==> config.mk <==
export PLATFORM = sky130hd
export DESIGN_NAME = cart_status
export DESIGN_NICKNAME = d
export VERILOG_FILES = /design/src/source/cart_status.sv
export SDC_FILE = /design/constraint.sdc
export NUM_CORES = 1
export LEC_CHECK = 0
export ABC_AREA = 1
export BUFFER_PORTS_ARGS = -buffer_cell sky130_fd_sc_hd__buf_4
export CAP_MARGIN = 10
export CORE_MARGIN = 1.5
export CORE_UTILIZATION = 40
export CTS_CLUSTER_DIAMETER = 150
export DETAILED_ROUTE_END_ITERATION = 7
export HOLD_SLACK_MARGIN = 0.06
export SLEW_MARGIN = 40
export SYNTH_ARGS = -nofsm -noshare
export SYNTH_HDL_FRONTEND = slang
export SYNTH_SLANG_ARGS = --single-unit
==> constraint.sdc <==
create_clock -name clk -period 1.4 [get_ports clk]
set_input_delay 0.28 -clock clk [delete_from_list [all_inputs] [get_ports clk]]
set_output_delay 0.28 -clock clk [all_outputs]
set_load 0.1 [all_outputs]
==> src/source/cart_status.sv <==
/* Startup wait timer and heartbeat LED counter */
`timescale 1ns/1ps

module cart_status #(
	parameter int WAIT_CYCLES  = 64,	// Host held off this long
	parameter int BLINK_CYCLES = 27_000_000	// LED step period
) (
	input  logic		clk,
	input  logic		w_n_reset,
	output logic		startup_wait,
	output logic [1:0]	led
);

	localparam int WAIT_W  = $clog2(WAIT_CYCLES + 1);
	localparam int BLINK_W = $clog2(BLINK_CYCLES);

	logic [WAIT_W-1:0]	wait_cnt;
	logic [BLINK_W-1:0]	blink_cnt;

	// --------------------
	// Startup wait
	// --------------------
	always_ff @(posedge clk) begin
		if (!w_n_reset) begin
			wait_cnt     <= '0;
			startup_wait <= 1'b1;
		end else if (wait_cnt != WAIT_W'(WAIT_CYCLES - 1)) begin
			wait_cnt <= wait_cnt + 1'b1;	// Saturates at WAIT_CYCLES - 1
		end else begin
			startup_wait <= 1'b0;
		end
	end

	// Heartbeat, wraps every period
	always_ff @(posedge clk) begin
		if (!w_n_reset) begin
			blink_cnt <= '0;
			led       <= 2'd0;
		end else if (blink_cnt == BLINK_W'(BLINK_CYCLES - 1)) begin
			blink_cnt <= '0;
			led       <= led + 2'd1;
		end else begin
			blink_cnt <= blink_cnt + 1'b1;
		end
	end

endmodule

==> flow_summary.json <==
{
  "syn-num-nets": 262,
  "viasPerCell": 4.80,
  "dr.first_iter.drc_count": 89,
  "placed_cells": 332,
  "slew_headroom_pct": 80.6,
  "rows": 24,
  "switching_share_pct": 22.4,
  "cap_violations": 0,
  "grt_pass1_wl_mm": 6.87,
  "syn_area_um2": 1890,
  "grt_pass1_vias": 1598,
  "drc": 0,
  "end_kind": "register",
  "pwr_density_cell_nw_per_um2": 786,
  "max_freq_mhz": 746,
  "synth_flop_cell": "dfxtp_1",
  "cts_sinks": 35,
  "place_congestion": 0.819,
  "clockBufferDepth": 2,
  "worstSetupPathType": "register to register",
  "diodes": 0,
  "skew_ns": 0.0102,
  "nets": 294,
  "routedWlPerCell_um": 11.6,
  "clk_pin_slew_worst_paths_ns": 0.07,
  "postCtsHoldBufs": 0,
  "maxSlewViolCount": 0,
  "die_h_um": 71.7,
  "power_mw": 1.83,
  "p_switching_mw": 0.412,
  "grt_max_degree": 23,
  "insertion_delay_ns": 0.29,
  "cts_max_level": 2,
  "start_util_pct": 42.5,
  "hold_class": "primary input to register",
  "cp_max_fo": 4,
  "period_share_pct": 95.8,
  "post-route-min-period_ns": 1.34,
  "status": "complete, no violations",
  "power.internal_mw": 1.42,
  "instances_no_fill": 342,
  "async_flop_share_pct": 0,
  "postSynthAreaPerCell_um2": 7.32,
  "setup_violations": 0,
  "synth_top_area_share_pct": 37.1,
  "p_clk_share_pct": 40.0,
  "cp.arrival_ns": 1.53,
  "overflow": 0,
  "syn_inst": 258,
  "io_pins": 5,
  "worst_hold_path.num_cells": 2,
  "firstDrtPassIters": 4,
  "worst_slew_pin_slew_ns": 0.289,
  "hold_viol": 0,
  "startpoint_type": "register",
  "mostFrequentLayoutCell": "nand2_1",
  "portBuffers": 4,
  "required_ns": 1.59,
  "synth-edff-count": 0,
  "cts_root_buf": "clkbuf_8",
  "dp_hpwl_mm": 2.85,
  "synthTopCellsByArea": "dfxtp_1 37%, nand2_1 11%, nor2_1 7.7%, nand3_1 5.8%, inv_1 5.8%",
  "peakVddDrop_mv": 0.565,
  "power_frac_seq_pct": 55.5,
  "final_cell_mix": "52 x nand2_1, 31 x nor2_1, 27 x inv_1",
  "placed_cell_area_um2": 2090,
  "synthDistinctLibCells": 27,
  "cts_buffers": 5,
  "ff2ff_path_depth": 9,
  "synth-seq-area-share_pct": 37.1,
  "grt_antenna_before_repair": 0,
  "vias": 1643,
  "yosys.area.top_type": "dfxtp_1",
  "groute.usage.overall_pct": 16.9,
  "ys_seq_elements": 35,
  "yosysWarnings": 0,
  "drive_gt1_share_pct": 35.5,
  "area_growth_pct": 23.4,
  "combPwrFrac_pct": 4.5,
  "fin_area_um2": 2330,
  "cellLeakagePower_nw": 0.856,
  "die_area_um2": 5140,
  "rsz0062_at_grt": "true",
  "final_antenna_net_count": 0,
  "core_um2": 4440,
  "cts_tree": "done",
  "wirelength_mm": 3.97,
  "die_x_um": 71.7
}
[power by group through the flow]
stage                     combinational (mW)  sequential [mW]  clock [mW]
after floorplan                       0.0681             1.04           0
after global placement                0.0699             1.04           0
after detailed placement              0.0714             1.04           0
after CTS                             0.0728             1.02       0.767
after global routing                  0.0934             1.02       0.794
final                                 0.0822             1.02       0.733
[final timing paths]
| check | start | end | slack, ns |
|---|---|---|---|
| setup reg to reg | blink_cnt[1]$_SDFF_PP0_ | blink_cnt[20]$_SDFF_PP0_ | 0.06 |
| hold reg to reg | startup_wait$_SDFFE_PN1N_ | startup_wait$_SDFFE_PN1N_ | 0.45 |
| setup / recovery | blink_cnt[1]$_SDFF_PP0_ | blink_cnt[20]$_SDFF_PP0_ | 0.06 |
| hold / removal | w_n_reset | startup_wait$_SDFFE_PN1N_ | 0.31 |
[flip-flops by register name (all words and copies together), names as in the netlist]
register	count
wait_cnt	7
led	2
blink_cnt	25
startup_wait	1
[layout make-up]
cell class              count  area [µm²]
multi-input cells         192        1140
clock buffers               6        82.6
inverters                  29         109
repair buffers             27         210
clock inverters             1        5.00
flip-flops and latches     35         724
well taps                  52        65.1
fillers                   436        2110
[layer usage]
| metal | global-route usage (%) | part of all wire, % |
|---|---|---|
| met3 | 4.22 | 3.7 |
| met5 | 0 | 0 |
| met1 | 20.6 | 47 |
| met4 | 5.66 | 1.2 |
| met2 | 29.0 | 48 |
[logic make-up after synthesis]
family	share of synthesized area [%]
AO/OA/AOI/OAI	7.09
adder cells (fa/ha/maj)	1.32
AND/OR/NAND/NOR	40.0
XOR/XNOR	6.03
buffers and inverters	8.48
flip-flops	37.1
[metrics by stage]
step | setup WS, ns | utilization (%) | hold WS (ns) | setup TNS (ns)
floorplan | 0.00596 | - | 0.423 | 0
CTS | -0.00876 | 49.3 | 0.264 | -0.0131
global placement | -0.00690 | 47.1 | 0.435 | -0.00690
detailed placement | -0.0147 | 47.1 | 0.440 | -0.0236
finish | 0.0588 | 52.5 | 0.305 | 0
global route | -0.0213 | 52.5 | 0.306 | -0.0330
[synth_stat cells (3+ instances only)]
| cell | instances |
|---|---|
| nor3_1 | 3 |
| nand2_1 | 56 |
| nand2_2 | 5 |
| nor2_2 | 16 |
| nand3_1 | 22 |
| nor2_4 | 4 |
| o21ai_0 | 5 |
| a21oi_1 | 8 |
| dfxtp_1 | 35 |
| a21oi_2 | 7 |
| xnor2_1 | 7 |
| nor2_1 | 39 |
| inv_1 | 29 |
| xor2_1 | 6 |
[worst max-delay path, cell delays in order, from the launching register on]
cell	delay, ns
dfxtp_2	0.35
ha_4	0.16
nand2_4	0.06
nor2_4	0.10
nand2_1	0.11
buf_4	0.18
nor2_4	0.10
nand3_1	0.07
nand2_1	0.09
nor2_2	0.03
[what timing repair did]
action                                  CTS  global route
buffers inserted                          0             2
gates resized for setup                   4            40
pin swaps                                 0            14
endpoints found under the setup margin   12            28
cloned                                    0             1
(Power assumes the default switching activity.)
