===== src/source/cart_pkg.sv =====
/* Shared types and constants for the cartridge bridge:
   port and memory request structs, port numbers, register indices */
package cart_pkg;

	// --------------------
	// Request payloads
	// --------------------

	// One host access toward the port block
	typedef struct packed {
		logic		wr;		// 1 = write
		logic [1:0]	port;	// Port number from ta
		logic [7:0]	wdata;	// Host write byte
	} port_req_t;

	// One video memory access
	typedef struct packed {
		logic		wr;		// 1 = write
		logic [16:0]	addr;	// Byte address, 128K space
		logic [7:0]	wdata;
	} vram_req_t;

	// --------------------
	// Port and register map
	// --------------------
	localparam logic [1:0] PORT_DATA = 2'd0;	// VRAM data, auto increment
	localparam logic [1:0] PORT_CTRL = 2'd1;	// Two byte register / pointer setup

	// Register whose low nibble picks the port 1 read-back
	localparam logic [3:0] REG_STATUS_SEL = 4'd15;

	// Register holding pointer bits 16..14
	localparam logic [3:0] REG_ADDR_HIGH = 4'd14;

	// Ports 2 and 3 float high on a read
	localparam logic [7:0] UNUSED_READ = 8'hFF;

endpackage


===== src/source/vdp_port_regs.sv =====
/* VDP style port block: two-byte control latch, 16 control registers,
   auto-increment VRAM pointer and memory access sequencing */
`timescale 1ns/1ps

module vdp_port_regs (
	input  logic			clk,
	input  logic			w_n_reset,
	input  logic			port_req_valid,
	input  cart_pkg::port_req_t	port_req,
	output logic			port_ack,
	output logic [7:0]		port_rdata,
	output logic			mem_req_valid,
	output cart_pkg::vram_req_t	mem_req,
	input  logic			mem_busy,
	input  logic			mem_done,
	input  logic [7:0]		mem_rdata
);

	typedef enum logic [1:0] {
		S_IDLE,
		S_MEM_WAIT,	// Waiting for mem_busy low
		S_MEM_RUN	// Request out, waiting for mem_done
	} state_t;

	state_t		state;
	logic [7:0]	regs [16];
	logic [7:0]	first_byte;	// Latched first write on port 1
	logic		second_byte;	// High once the first byte is in
	logic [16:0]	pointer;
	logic		reg_ack;
	logic [7:0]	rdata_q;
	logic		mem_ack;
	logic		new_req;

	assign new_req = port_req_valid && !reg_ack && (state == S_IDLE);

	// --------------------
	// Port decode
	// --------------------
	always_ff @(posedge clk) begin
		if (!w_n_reset) begin
			state       <= S_IDLE;
			reg_ack     <= 1'b0;
			second_byte <= 1'b0;
			pointer     <= '0;
			for (int i = 0; i < 16; i++)
				regs[i] <= 8'h00;
		end else begin
			reg_ack <= 1'b0;
			case (state)
				S_IDLE: if (new_req) begin
					if (port_req.port == cart_pkg::PORT_DATA) begin
						state <= S_MEM_WAIT;
					end else begin
						reg_ack <= 1'b1;	// One cycle turnaround
						if (port_req.port == cart_pkg::PORT_CTRL) begin
							if (!port_req.wr) begin
								second_byte <= 1'b0;	// Read resets sequence
							end else if (!second_byte) begin
								second_byte <= 1'b1;
							end else begin
								second_byte <= 1'b0;
								if (port_req.wdata[7])
									regs[port_req.wdata[3:0]] <= first_byte;
								else
									pointer <= {regs[cart_pkg::REG_ADDR_HIGH][2:0],
										port_req.wdata[5:0], first_byte};
							end
						end
					end
				end
				S_MEM_WAIT: if (!mem_busy) state <= S_MEM_RUN;
				S_MEM_RUN: if (mem_done) begin
					state   <= S_IDLE;
					pointer <= pointer + 17'd1;	// Auto increment
				end
				default: state <= S_IDLE;
			endcase
		end
	end

	// First byte and read-back data carry no reset
	always_ff @(posedge clk) begin
		if (new_req && port_req.port == cart_pkg::PORT_CTRL && port_req.wr && !second_byte)
			first_byte <= port_req.wdata;
		if (new_req)
			rdata_q <= (port_req.port == cart_pkg::PORT_CTRL)
				? regs[regs[cart_pkg::REG_STATUS_SEL][3:0]]
				: cart_pkg::UNUSED_READ;
	end

	// --------------------
	// Memory side
	// --------------------
	assign mem_req_valid = (state == S_MEM_WAIT) && !mem_busy;	// Single cycle strobe
	assign mem_req       = '{wr: port_req.wr, addr: pointer, wdata: port_req.wdata};

	// Port 0 acks straight off mem_done
	assign mem_ack    = (state == S_MEM_RUN) && mem_done;
	assign port_ack   = reg_ack | mem_ack;
	assign port_rdata = mem_ack ? mem_rdata : rdata_q;

endmodule


===== config.mk =====
export PLATFORM = sky130hd
export DESIGN_NAME = vdp_port_regs
export DESIGN_NICKNAME = d
export VERILOG_FILES = /design/src/source/cart_pkg.sv /design/src/source/vdp_port_regs.sv
export SDC_FILE = /design/constraint.sdc
export NUM_CORES = 1
export LEC_CHECK = 0
export BUFFER_PORTS_ARGS = -buffer_cell sky130_fd_sc_hd__buf_2
export CORE_MARGIN = 10
export CORE_UTILIZATION = 63
export CTS_CLUSTER_SIZE = 10
export DETAILED_ROUTE_END_ITERATION = 10
export PLACE_DENSITY = 0.84
export SYNTH_ARGS = -nofsm -noshare
export SYNTH_HDL_FRONTEND = slang
export SYNTH_SLANG_ARGS = --single-unit

===== constraint.sdc =====
create_clock -name clk -period 6 [get_ports clk]
set_input_delay 1.2 -clock clk [delete_from_list [all_inputs] [get_ports clk]]
set_output_delay 1.2 -clock clk [all_outputs]
set_load 0.01 [all_outputs]

==> impl_metrics.ini <==
[setup_path]
crit_chain = buf_2, nor4bb_1, nand4_4, nor4_2, nand2b_1
reg2reg_depth = 5
worstSetupEndpointType = register
cp.required_ns = 6.10
crit_type = in2reg
r2r-end = regs[4][5]
crit_path_max_fanout = 33
slowest_stage = nor4_2
start_kind = primary input
r2r_slack_ns = 2.82
cp.arrival_ns = 3.91
max_stage_delay_ns = 0.63
r2r_start = state[1]

[timing]
drv_slew = 0
setup_ws_ns = 2.19
fmax_mhz = 263
worst_pin_slew_ns = 1.11
hold_viol = 0
finClkSkew_ns = 0.00886
period_needed_ns = 3.81
rsz0062_at_grt = false
hold_slack_ns = 0.532
post-route-period-util = 0.634
setup_viol_count_final = 0
maxSlewHeadroom = 0.261
setup-tns-final_ns = 0

[synth]
ys_seq_elements = 165
synth_top_area_cell = edfxtp_1
avgSynthCellArea_um2 = 12.7
netlist-cell-type-count = 55
async_flop_share = 0
synth_edf_count = 144
dominantRegCellSynth = edfxtp_1
syn_nets = 669
synth_warnings = 0
synthesis.instances = 644
yosysTopAreaCellShare = 0.528
netlist_area_um2 = 8190
synthTopCellsByArea = edfxtp_1 (53%), and2_1 (9.9%), dfxtp_1 (5.1%)
seq_area_frac_synth = 0.579

[layout]
fillCellCount = 833
final_util = 0.720
finalNonFillerCells = 860
area_delta_synth_final_pct = 11.4
final_cell_mix = edfxtp_1 (144), and2_1 (129), buf_2 (59), mux2i_1 (36), a21oi_1 (32)
finalNetCount = 700
layout_commonest_cell = edfxtp_1
drive_gt1_frac = 0.211
stdcell_area_um2 = 9120
antenna_cells = 0

[drt]
via_count = 5493
firstDrtPassIters = 6
wl_per_cell_um = 23.1
drc_errors = 0
ant_nets = 0
drt_iter0_markers = 729
postRouteWirelength_um = 19800
viasPerCell = 6.39

[power]
ir_worst_vdd_mv = 0.206
p_leak_nw = 3.40
power_mw = 2.60
power.density_nw_per_um2 = 284

[floorplanning]
core_area_um2 = 12700
die_w_um = 134
ios = 60
start_util = 0.646
fp-row-count = 41
dieArea_um2 = 18000
fp.dieH_um = 134

[clocking]
clockRootBuffer = clkbuf_16
clk_latency_ns = 0.44
numCtsBuffers = 17
htree_levels = 4
postCtsSetupBuffers = 0
cts.sinks = 165
clock_path_buffers = 2
cts_hold_buf = 0
cts.reportedPaths.clkPinSlew_ns = 0.07
cts-resized-gates = 0
cts_tree = yes

[grt]
grt_max_degree = 53
grt_pass1_wl_um = 30300
track_usage = 0.224
grt_pass1_vias = 5282
overflow = 0
antenna_found_initial = 0

[placement]
place_inst = 828
port_buffers = 59
dpl_cell_area_um2 = 8490
place_ws_ns = 1.73
dp_hpwl_um = 13000
gp_congestion = 0.909

[min_path]
worstHoldPathType = reg2reg
hold_path_end = pointer[10]
hold_start = pointer[10]
hold_depth = 2

[outcome]
status = finished, final reports clean

[flow_run]
max-cap-violations = 0
cell families (layout without fill, tap and decap cells):
| group | Yosys count | count (layout) | share of synthesized area |
|---|---|---|---|
| DFF | 165 | 165 | 0.579 |
| and+or+nand+nor | 259 | 259 | 0.209 |
| muxes | 65 | 65 | 0.100 |
| adders and majority gates | 1 | 1 | 0.00153 |
| buffers and inverters | 53 | 97 | 0.0298 |
| AOI/OAI and AO/OA | 101 | 101 | 0.0802 |
metal layers:
metal,track usage,part of all wire,vias to the layer above
met2,0.335,0.46,352
li1,-,-,2469
met1,0.299,0.41,2623
met3,0.0560,0.10,49
met4,0.108,0.028,0
met5,0,0,-
state kept, by name (all words and copies together), names as in the netlist:
name,count
second_byte,1
regs,128
first_byte,8
state,2
reg_ack,1
pointer,17
rdata_q,8
where the power goes:
group / leakage, nW / switching (mW) / internal [mW]
Combinational: 1.49 / 0.0879 / 0.0473
Clock: 0.284 / 0.458 / 0.697
Sequential: 1.63 / 0.0244 / 1.28
Total: 3.40 / 0.571 / 2.02
synth_stat cells (3+ instances only):
| cell | instances |
|---|---|
| buf_4 | 9 |
| o31a_1 | 7 |
| edfxtp_1 | 144 |
| nor3_4 | 10 |
| a32oi_1 | 5 |
| o31ai_1 | 4 |
| nor4_1 | 6 |
| dfxtp_1 | 21 |
| buf_2 | 3 |
| buf_1 | 6 |
| and2_1 | 129 |
| a21oi_1 | 32 |
| nor2b_1 | 3 |
| and4_1 | 3 |
| and3_1 | 3 |
| nor3_1 | 3 |
| nor2_1 | 15 |
| nand4_1 | 7 |
| nand2b_1 | 22 |
| nand2_1 | 23 |
| mux2i_1 | 36 |
| mux2_2 | 17 |
| clkbuf_1 | 31 |
| nand3b_1 | 4 |
| nor4_4 | 3 |
| a22oi_1 | 4 |
| o32ai_1 | 4 |
| mux4_2 | 12 |
| nand3_1 | 15 |
| o21ai_0 | 19 |
| o211ai_1 | 12 |
| a31oi_1 | 4 |
how the worst max path moves through the flow:
stage / start / to
3_3_place_gp: w_n_reset / regs[4][0]
3_5_place_dp: w_n_reset / regs[4][0]
5_1_grt: w_n_reset / regs[4][3]
6_report: w_n_reset / regs[4][5]
2_1_floorplan: mem_done / port_rdata[0]
4_1_cts: w_n_reset / regs[4][5]
worst max-delay path: cells and delay by family:
kind,cells,cell delay [ns]
buffers and inverters,1,0.59
AND/OR/NAND/NOR,4,2.10
area by class of cell:
type	count	area, um2	area share
Multi-Input combinational cell	426	3210	0.351
Tap cell	172	215	0.0236
Inverter	3	11.3	0.00123
Clock inverter	15	204	0.0224
Clock buffer	17	425	0.0466
Timing Repair Buffer	62	318	0.0348
Sequential cell	165	4740	0.520
Note: power is estimated with default switching activity, not from simulation.
