$ cat config.mk
export PLATFORM = sky130hd
export DESIGN_NAME = msx_bus_bridge
export DESIGN_NICKNAME = d
export VERILOG_FILES = /design/src/source/cart_pkg.sv /design/src/source/msx_bus_bridge.sv
export SDC_FILE = /design/constraint.sdc
export NUM_CORES = 1
export LEC_CHECK = 0
export BUFFER_PORTS_ARGS = -buffer_cell sky130_fd_sc_hd__buf_4
export CAP_MARGIN = 20
export CORE_MARGIN = 4
export CORE_UTILIZATION = 30
export CTS_BUF_LIST = sky130_fd_sc_hd__clkbuf_8
export DETAILED_ROUTE_END_ITERATION = 8
export PLACE_DENSITY = 0.58
export SYNTH_ARGS = -nofsm -noshare
export SYNTH_HDL_FRONTEND = slang
export SYNTH_SLANG_ARGS = --single-unit
$ cat constraint.sdc
create_clock -name clk -period 3.5 [get_ports clk]
set_input_delay 0.525 -clock clk [delete_from_list [all_inputs] [get_ports clk]]
set_output_delay 0.525 -clock clk [all_outputs]
set_load 0.02 [all_outputs]
$ cat src/source/cart_pkg.sv
/* Shared types and constants for the cartridge bridge:
   port and memory request structs, port numbers, register indices */
package cart_pkg;

	// --------------------
	// Request payloads
	// --------------------

	// One host access toward the port block
	typedef struct packed {
		logic		wr;		// 1 = write
		logic [1:0]	port;	// Port number from ta
		logic [7:0]	wdata;	// Host write byte
	} port_req_t;

	// One video memory access
	typedef struct packed {
		logic		wr;		// 1 = write
		logic [16:0]	addr;	// Byte address, 128K space
		logic [7:0]	wdata;
	} vram_req_t;

	// --------------------
	// Port and register map
	// --------------------
	localparam logic [1:0] PORT_DATA = 2'd0;	// VRAM data, auto increment
	localparam logic [1:0] PORT_CTRL = 2'd1;	// Two byte register / pointer setup

	// Register whose low nibble picks the port 1 read-back
	localparam logic [3:0] REG_STATUS_SEL = 4'd15;

	// Register holding pointer bits 16..14
	localparam logic [3:0] REG_ADDR_HIGH = 4'd14;

	// Ports 2 and 3 float high on a read
	localparam logic [7:0] UNUSED_READ = 8'hFF;

endpackage

$ cat src/source/msx_bus_bridge.sv
/* Host bus bridge: strobe synchronizer, access detect, port request
   hold until ack, wait line and read data return */
`timescale 1ns/1ps

module msx_bus_bridge (
	input  logic			clk,
	input  logic			w_n_reset,
	input  logic			n_ce,
	input  logic			n_twr,
	input  logic			n_trd,
	input  logic [1:0]		ta,
	input  logic [7:0]		td_in,
	output logic [7:0]		td_out,
	output logic			tdir,
	output logic			twait,
	input  logic			startup_wait,
	output logic			port_req_valid,
	output cart_pkg::port_req_t	port_req,
	input  logic			port_ack,
	input  logic [7:0]		port_rdata
);

	// Host pins sampled as one group
	typedef struct packed {
		logic		n_ce;
		logic		n_twr;
		logic		n_trd;
		logic [1:0]	ta;
		logic [7:0]	td;
	} host_bus_t;

	host_bus_t	bus_s1;		// First sync stage
	host_bus_t	bus_s2;		// Second sync stage, safe to use
	logic		access;
	logic		access_d;
	logic		rd_active;
	logic		start;

	// --------------------
	// Synchronizer
	// --------------------
	always_ff @(posedge clk) begin
		bus_s1 <= '{n_ce: n_ce, n_twr: n_twr, n_trd: n_trd, ta: ta, td: td_in};
		bus_s2 <= bus_s1;
	end

	assign rd_active = ~bus_s2.n_ce & ~bus_s2.n_trd;
	assign access    = rd_active | (~bus_s2.n_ce & ~bus_s2.n_twr);
	assign start     = access & ~access_d;	// Rising edge only, host must release first

	// --------------------
	// Request hold
	// --------------------
	always_ff @(posedge clk) begin
		if (!w_n_reset) begin
			access_d       <= 1'b1;	// No false edge out of reset
			port_req_valid <= 1'b0;
		end else begin
			access_d <= access;
			if (port_req_valid && port_ack)
				port_req_valid <= 1'b0;
			else if (start && !port_req_valid)
				port_req_valid <= 1'b1;
		end
	end

	// Payload captured once per access
	always_ff @(posedge clk) begin
		if (start && !port_req_valid) begin
			port_req.wr    <= ~bus_s2.n_twr;
			port_req.port  <= bus_s2.ta;
			port_req.wdata <= bus_s2.td;
		end
	end

	// --------------------
	// Read data return
	// --------------------
	always_ff @(posedge clk) begin
		if (!w_n_reset) begin
			tdir <= 1'b0;
		end else if (port_req_valid && port_ack && !port_req.wr) begin
			tdir <= 1'b1;	// Drive bus with the ack data
		end else if (!rd_active) begin
			tdir <= 1'b0;	// Host let go of the read
		end
	end

	always_ff @(posedge clk) begin
		if (port_req_valid && port_ack && !port_req.wr)
			td_out <= port_rdata;
	end

	// Wait the host during startup or while the port block is busy
	assign twait = startup_wait | port_req_valid;

endmodule

==> results.md <==
- The worst setup path is of the reg2out kind.
- Leaving out fill and tap cells, the most frequent cells in the layout are sky130_fd_sc_hd__buf_4, sky130_fd_sc_hd__dfxtp_1, sky130_fd_sc_hd__edfxtp_1, sky130_fd_sc_hd__clkbuf_8.
- The net count after synthesis is between 80 and 90.
- The post-synthesis instance total is between 50 and 60.
- The peak clock frequency supported by timing is roughly 600 MHz.
- The number of nets still failing antenna checks after routing is 0.
- After filler insertion, the fill cell instance count of the layout stands at ~360.
- The worst register-to-register path begins at bus_s2[10].
- The number of DRC violations after detailed-routing iteration 0 is 19.
- The startpoint of the worst setup timing path is port_req_valid.
- For this run, the post-layout net count is 136.
- The worst slack on hold paths is between 0.3 and 0.4 ns.
- The antenna diode count is 0.
- The library cell contributing the largest single delay on the critical path is sky130_fd_sc_hd__dfxtp_1.
- The number of antenna violations at the first check in global routing is 0.
- The width of the chip is approximately 72 um.
- The final count of hold timing violations is 0.
- The congestion estimate from routability-driven global placement came to between 0.6 and 0.7.
- The slew at the pin closest to its max-slew limit is 0.856 ns.
- The run finished with clean final reports.
- The layout overhead on the synthesized area is 44.0%.
- The worst hold path begins at td_in[0].
- The cell area power density is around 630 mW/mm2.
- The placeable core area is 0.00400 mm2.
- No sink is reached through more buffers than the 2 on the longest clock path.
- The type of element capturing the critical path is an output port.
- The first-pass iteration count of the detailed router is 3.
- Of the available clock period, the critical path in the final layout requires 47.2%.
- Overall power consumption after layout is estimated at 1.12 mW.
- The via total after detailed routing is around 640.
- The normalized max-slew margin is 43.0%.
- The largest single stage delay on the critical path is about 0.37 ns.
- The distinct cell type count after synthesis is 11.
- The number of setup violations in the final report is 0.
- The total of cells resized after clock tree synthesis is 0.
- After clock tree synthesis, the clock-pin slew on the worst setup and hold paths is 0.08 ns.
- Dividing the detail-routed via count by the number of cells gives slightly below 4.
- The clock net sink count is 48.
- After detailed routing, the total wire length is between 1500 and 2000 um.
- The maximum number of pins on one net before global-route repair is 17.
- The worst setup path is launched from a flip-flop.
- The summed negative setup slack over all endpoints is 0 ns.
- In this run the clock root is driven by a sky130_fd_sc_hd__clkbuf_8.
- Setup repair after global routing left no endpoint under its margin.
- The synthesized area is ~0.0012 mm2.
- Sequential cells were found to cover about 93% of the synthesized design area.
- The worst hold path belongs to the class in2reg.
- The standby leakage power is 0.742 nW.
- The H-tree generated during clock tree synthesis spans 2 levels.
- For the finished layout, the period the worst path requires is ~1.7 ns.
- The CTS buffer count is 5.
- Data on the critical path is required at its endpoint by just under 3 ns.
- Input and output buffers added on the ports amount to 46.
- The placement row count is 23.
- At the later pin of the worst-skew pair, clock insertion delay measures 0.29 ns.
- Across the routed clock network, the largest skew measured is 0.00282 ns.
- The data arrival time of the critical path is around 1.1 ns.
- Cells with a size suffix above 1 make up 50.9% of the layout.
- The synthesized design contains 48 register bits.
- Pin placement for this block handled 47 I/O pins.
- The total die area is about 0.0052 mm2.
- The initial utilization of the core area, before any placement, comes to a little under a third.
- The final design utilization is 44.6%.
- The library cell used most frequently in the layout, excluding fill and tap cells, is sky130_fd_sc_hd__buf_4.
- The TritonCTS clock tree is yes.
- The largest driver fanout on the critical path is 5.
- The final routed wire length divided by cell count is 12.0 um.
- The aggregate global-route resource usage is 8.34%.
- The number of global-route vias before repair is roughly 700.
- The depth of the most critical reg-to-reg path is 1.
- The Yosys step of the flow raised 0 warnings.
- The maximum vdd ir drop is roughly 0.36 mV.
- After detailed routing, the number of remaining DRC violations is 0.
- The signal on the critical path passes through or2_2 -> buf_4.
- In this run the post-CTS setup repair buffer count came out at 0.
- The vertical die dimension is just over 70 um.
- The sum of overflow across all layers after global routing is 0.
- In this run, post-CTS hold repair placed 0 buffers.
- The worst hold path cell count is 1.
- The first global-routing pass estimated between 3000 and 4000 um of wire.
- Max-cap violations in this run came to 0.
- The count of final max-slew check failures is 0.
- A synthesized cell averages ~21 um2.
-- flip-flops by register name, summed over array words and instances (netlist names) --
register	flops
td_out	8
tdir	1
bus_s1	13
bus_s2	13
port_req	11
access_d	1
port_req_valid	1
-- synthesized netlist by cell type --
library cell | n | area (um2)
sky130_fd_sc_hd__nor3b_1 | 1 | 7.51
sky130_fd_sc_hd__o21a_1 | 2 | 15.0
sky130_fd_sc_hd__edfxtp_1 | 19 | 571
sky130_fd_sc_hd__nand2_1 | 1 | 3.75
sky130_fd_sc_hd__nor2b_1 | 1 | 6.26
sky130_fd_sc_hd__a2111oi_4 | 1 | 27.5
sky130_fd_sc_hd__and3b_1 | 1 | 8.76
sky130_fd_sc_hd__a21o_2 | 1 | 8.76
sky130_fd_sc_hd__or2_2 | 1 | 6.26
sky130_fd_sc_hd__dfxtp_1 | 29 | 581
sky130_fd_sc_hd__inv_1 | 1 | 3.75
-- power by group --
group | leakage [nW] | internal, mW | switching, mW
clock network | 0.0687 | 0.287 | 0.175
registers | 0.417 | 0.603 | 0.00786
logic | 0.257 | 0.0265 | 0.0169
total | 0.742 | 0.917 | 0.200
-- logic make-up after synthesis --
group / Yosys count / share of synthesized area (%)
AOI/OAI and AO/OA: 4 / 4.14
buffers and inverters: 1 / 0.303
DFF: 48 / 92.9
and+or+nand+nor: 5 / 2.63
-- worst paths after layout --
| path | end | slack, ns |
|---|---|---|
| max | twait | 1.85 |
| min | bus_s1[0] | 0.33 |
| max reg2reg | port_req[8] | 1.95 |
| min reg2reg | bus_s2[1] | 0.33 |
-- cell type report --
class | instances | area (um2) | share of cell area, %
flip-flops and latches | 48 | 1150 | 64.5
multi-input cells | 9 | 83.8 | 4.70
clock buffers | 5 | 68.8 | 3.86
repair buffers | 46 | 345 | 19.4
inverters | 1 | 3.75 | 0.210
well taps | 50 | 62.6 | 3.51
clock inverters | 3 | 68.8 | 3.86
-- critical path, delay by kind of cell (launching register included) --
kind | cells | cell delay [ns]
DFF | 1 | 0.37
and+or+nand+nor | 1 | 0.31
buffers and inverters | 1 | 0.16
-- stage by stage --
step	worst slack, ns	cell area [um2]	std cells
global route	1.80	1780	162
floorplan	2.13	1240	58
detailed placement	1.93	1650	154
finish	1.85	1780	162
global placement	1.93	1650	154
CTS	1.84	1780	162
-- per-layer routing --
| metal | vias to the layer above | wire length (um) | part of all wire, % | GRT usage, % |
|---|---|---|---|---|
| met2 | 29 | 1020 | 52 | 13.0 |
| met4 | 0 | 41 | 2.1 | 6.89 |
| met1 | 301 | 726 | 37 | 8.61 |
| met3 | 5 | 158 | 8.1 | 3.60 |
| met5 | - | 0 | 0 | 0 |
| li1 | 307 | - | - | - |
Note: power is estimated with default switching activity, not from simulation.
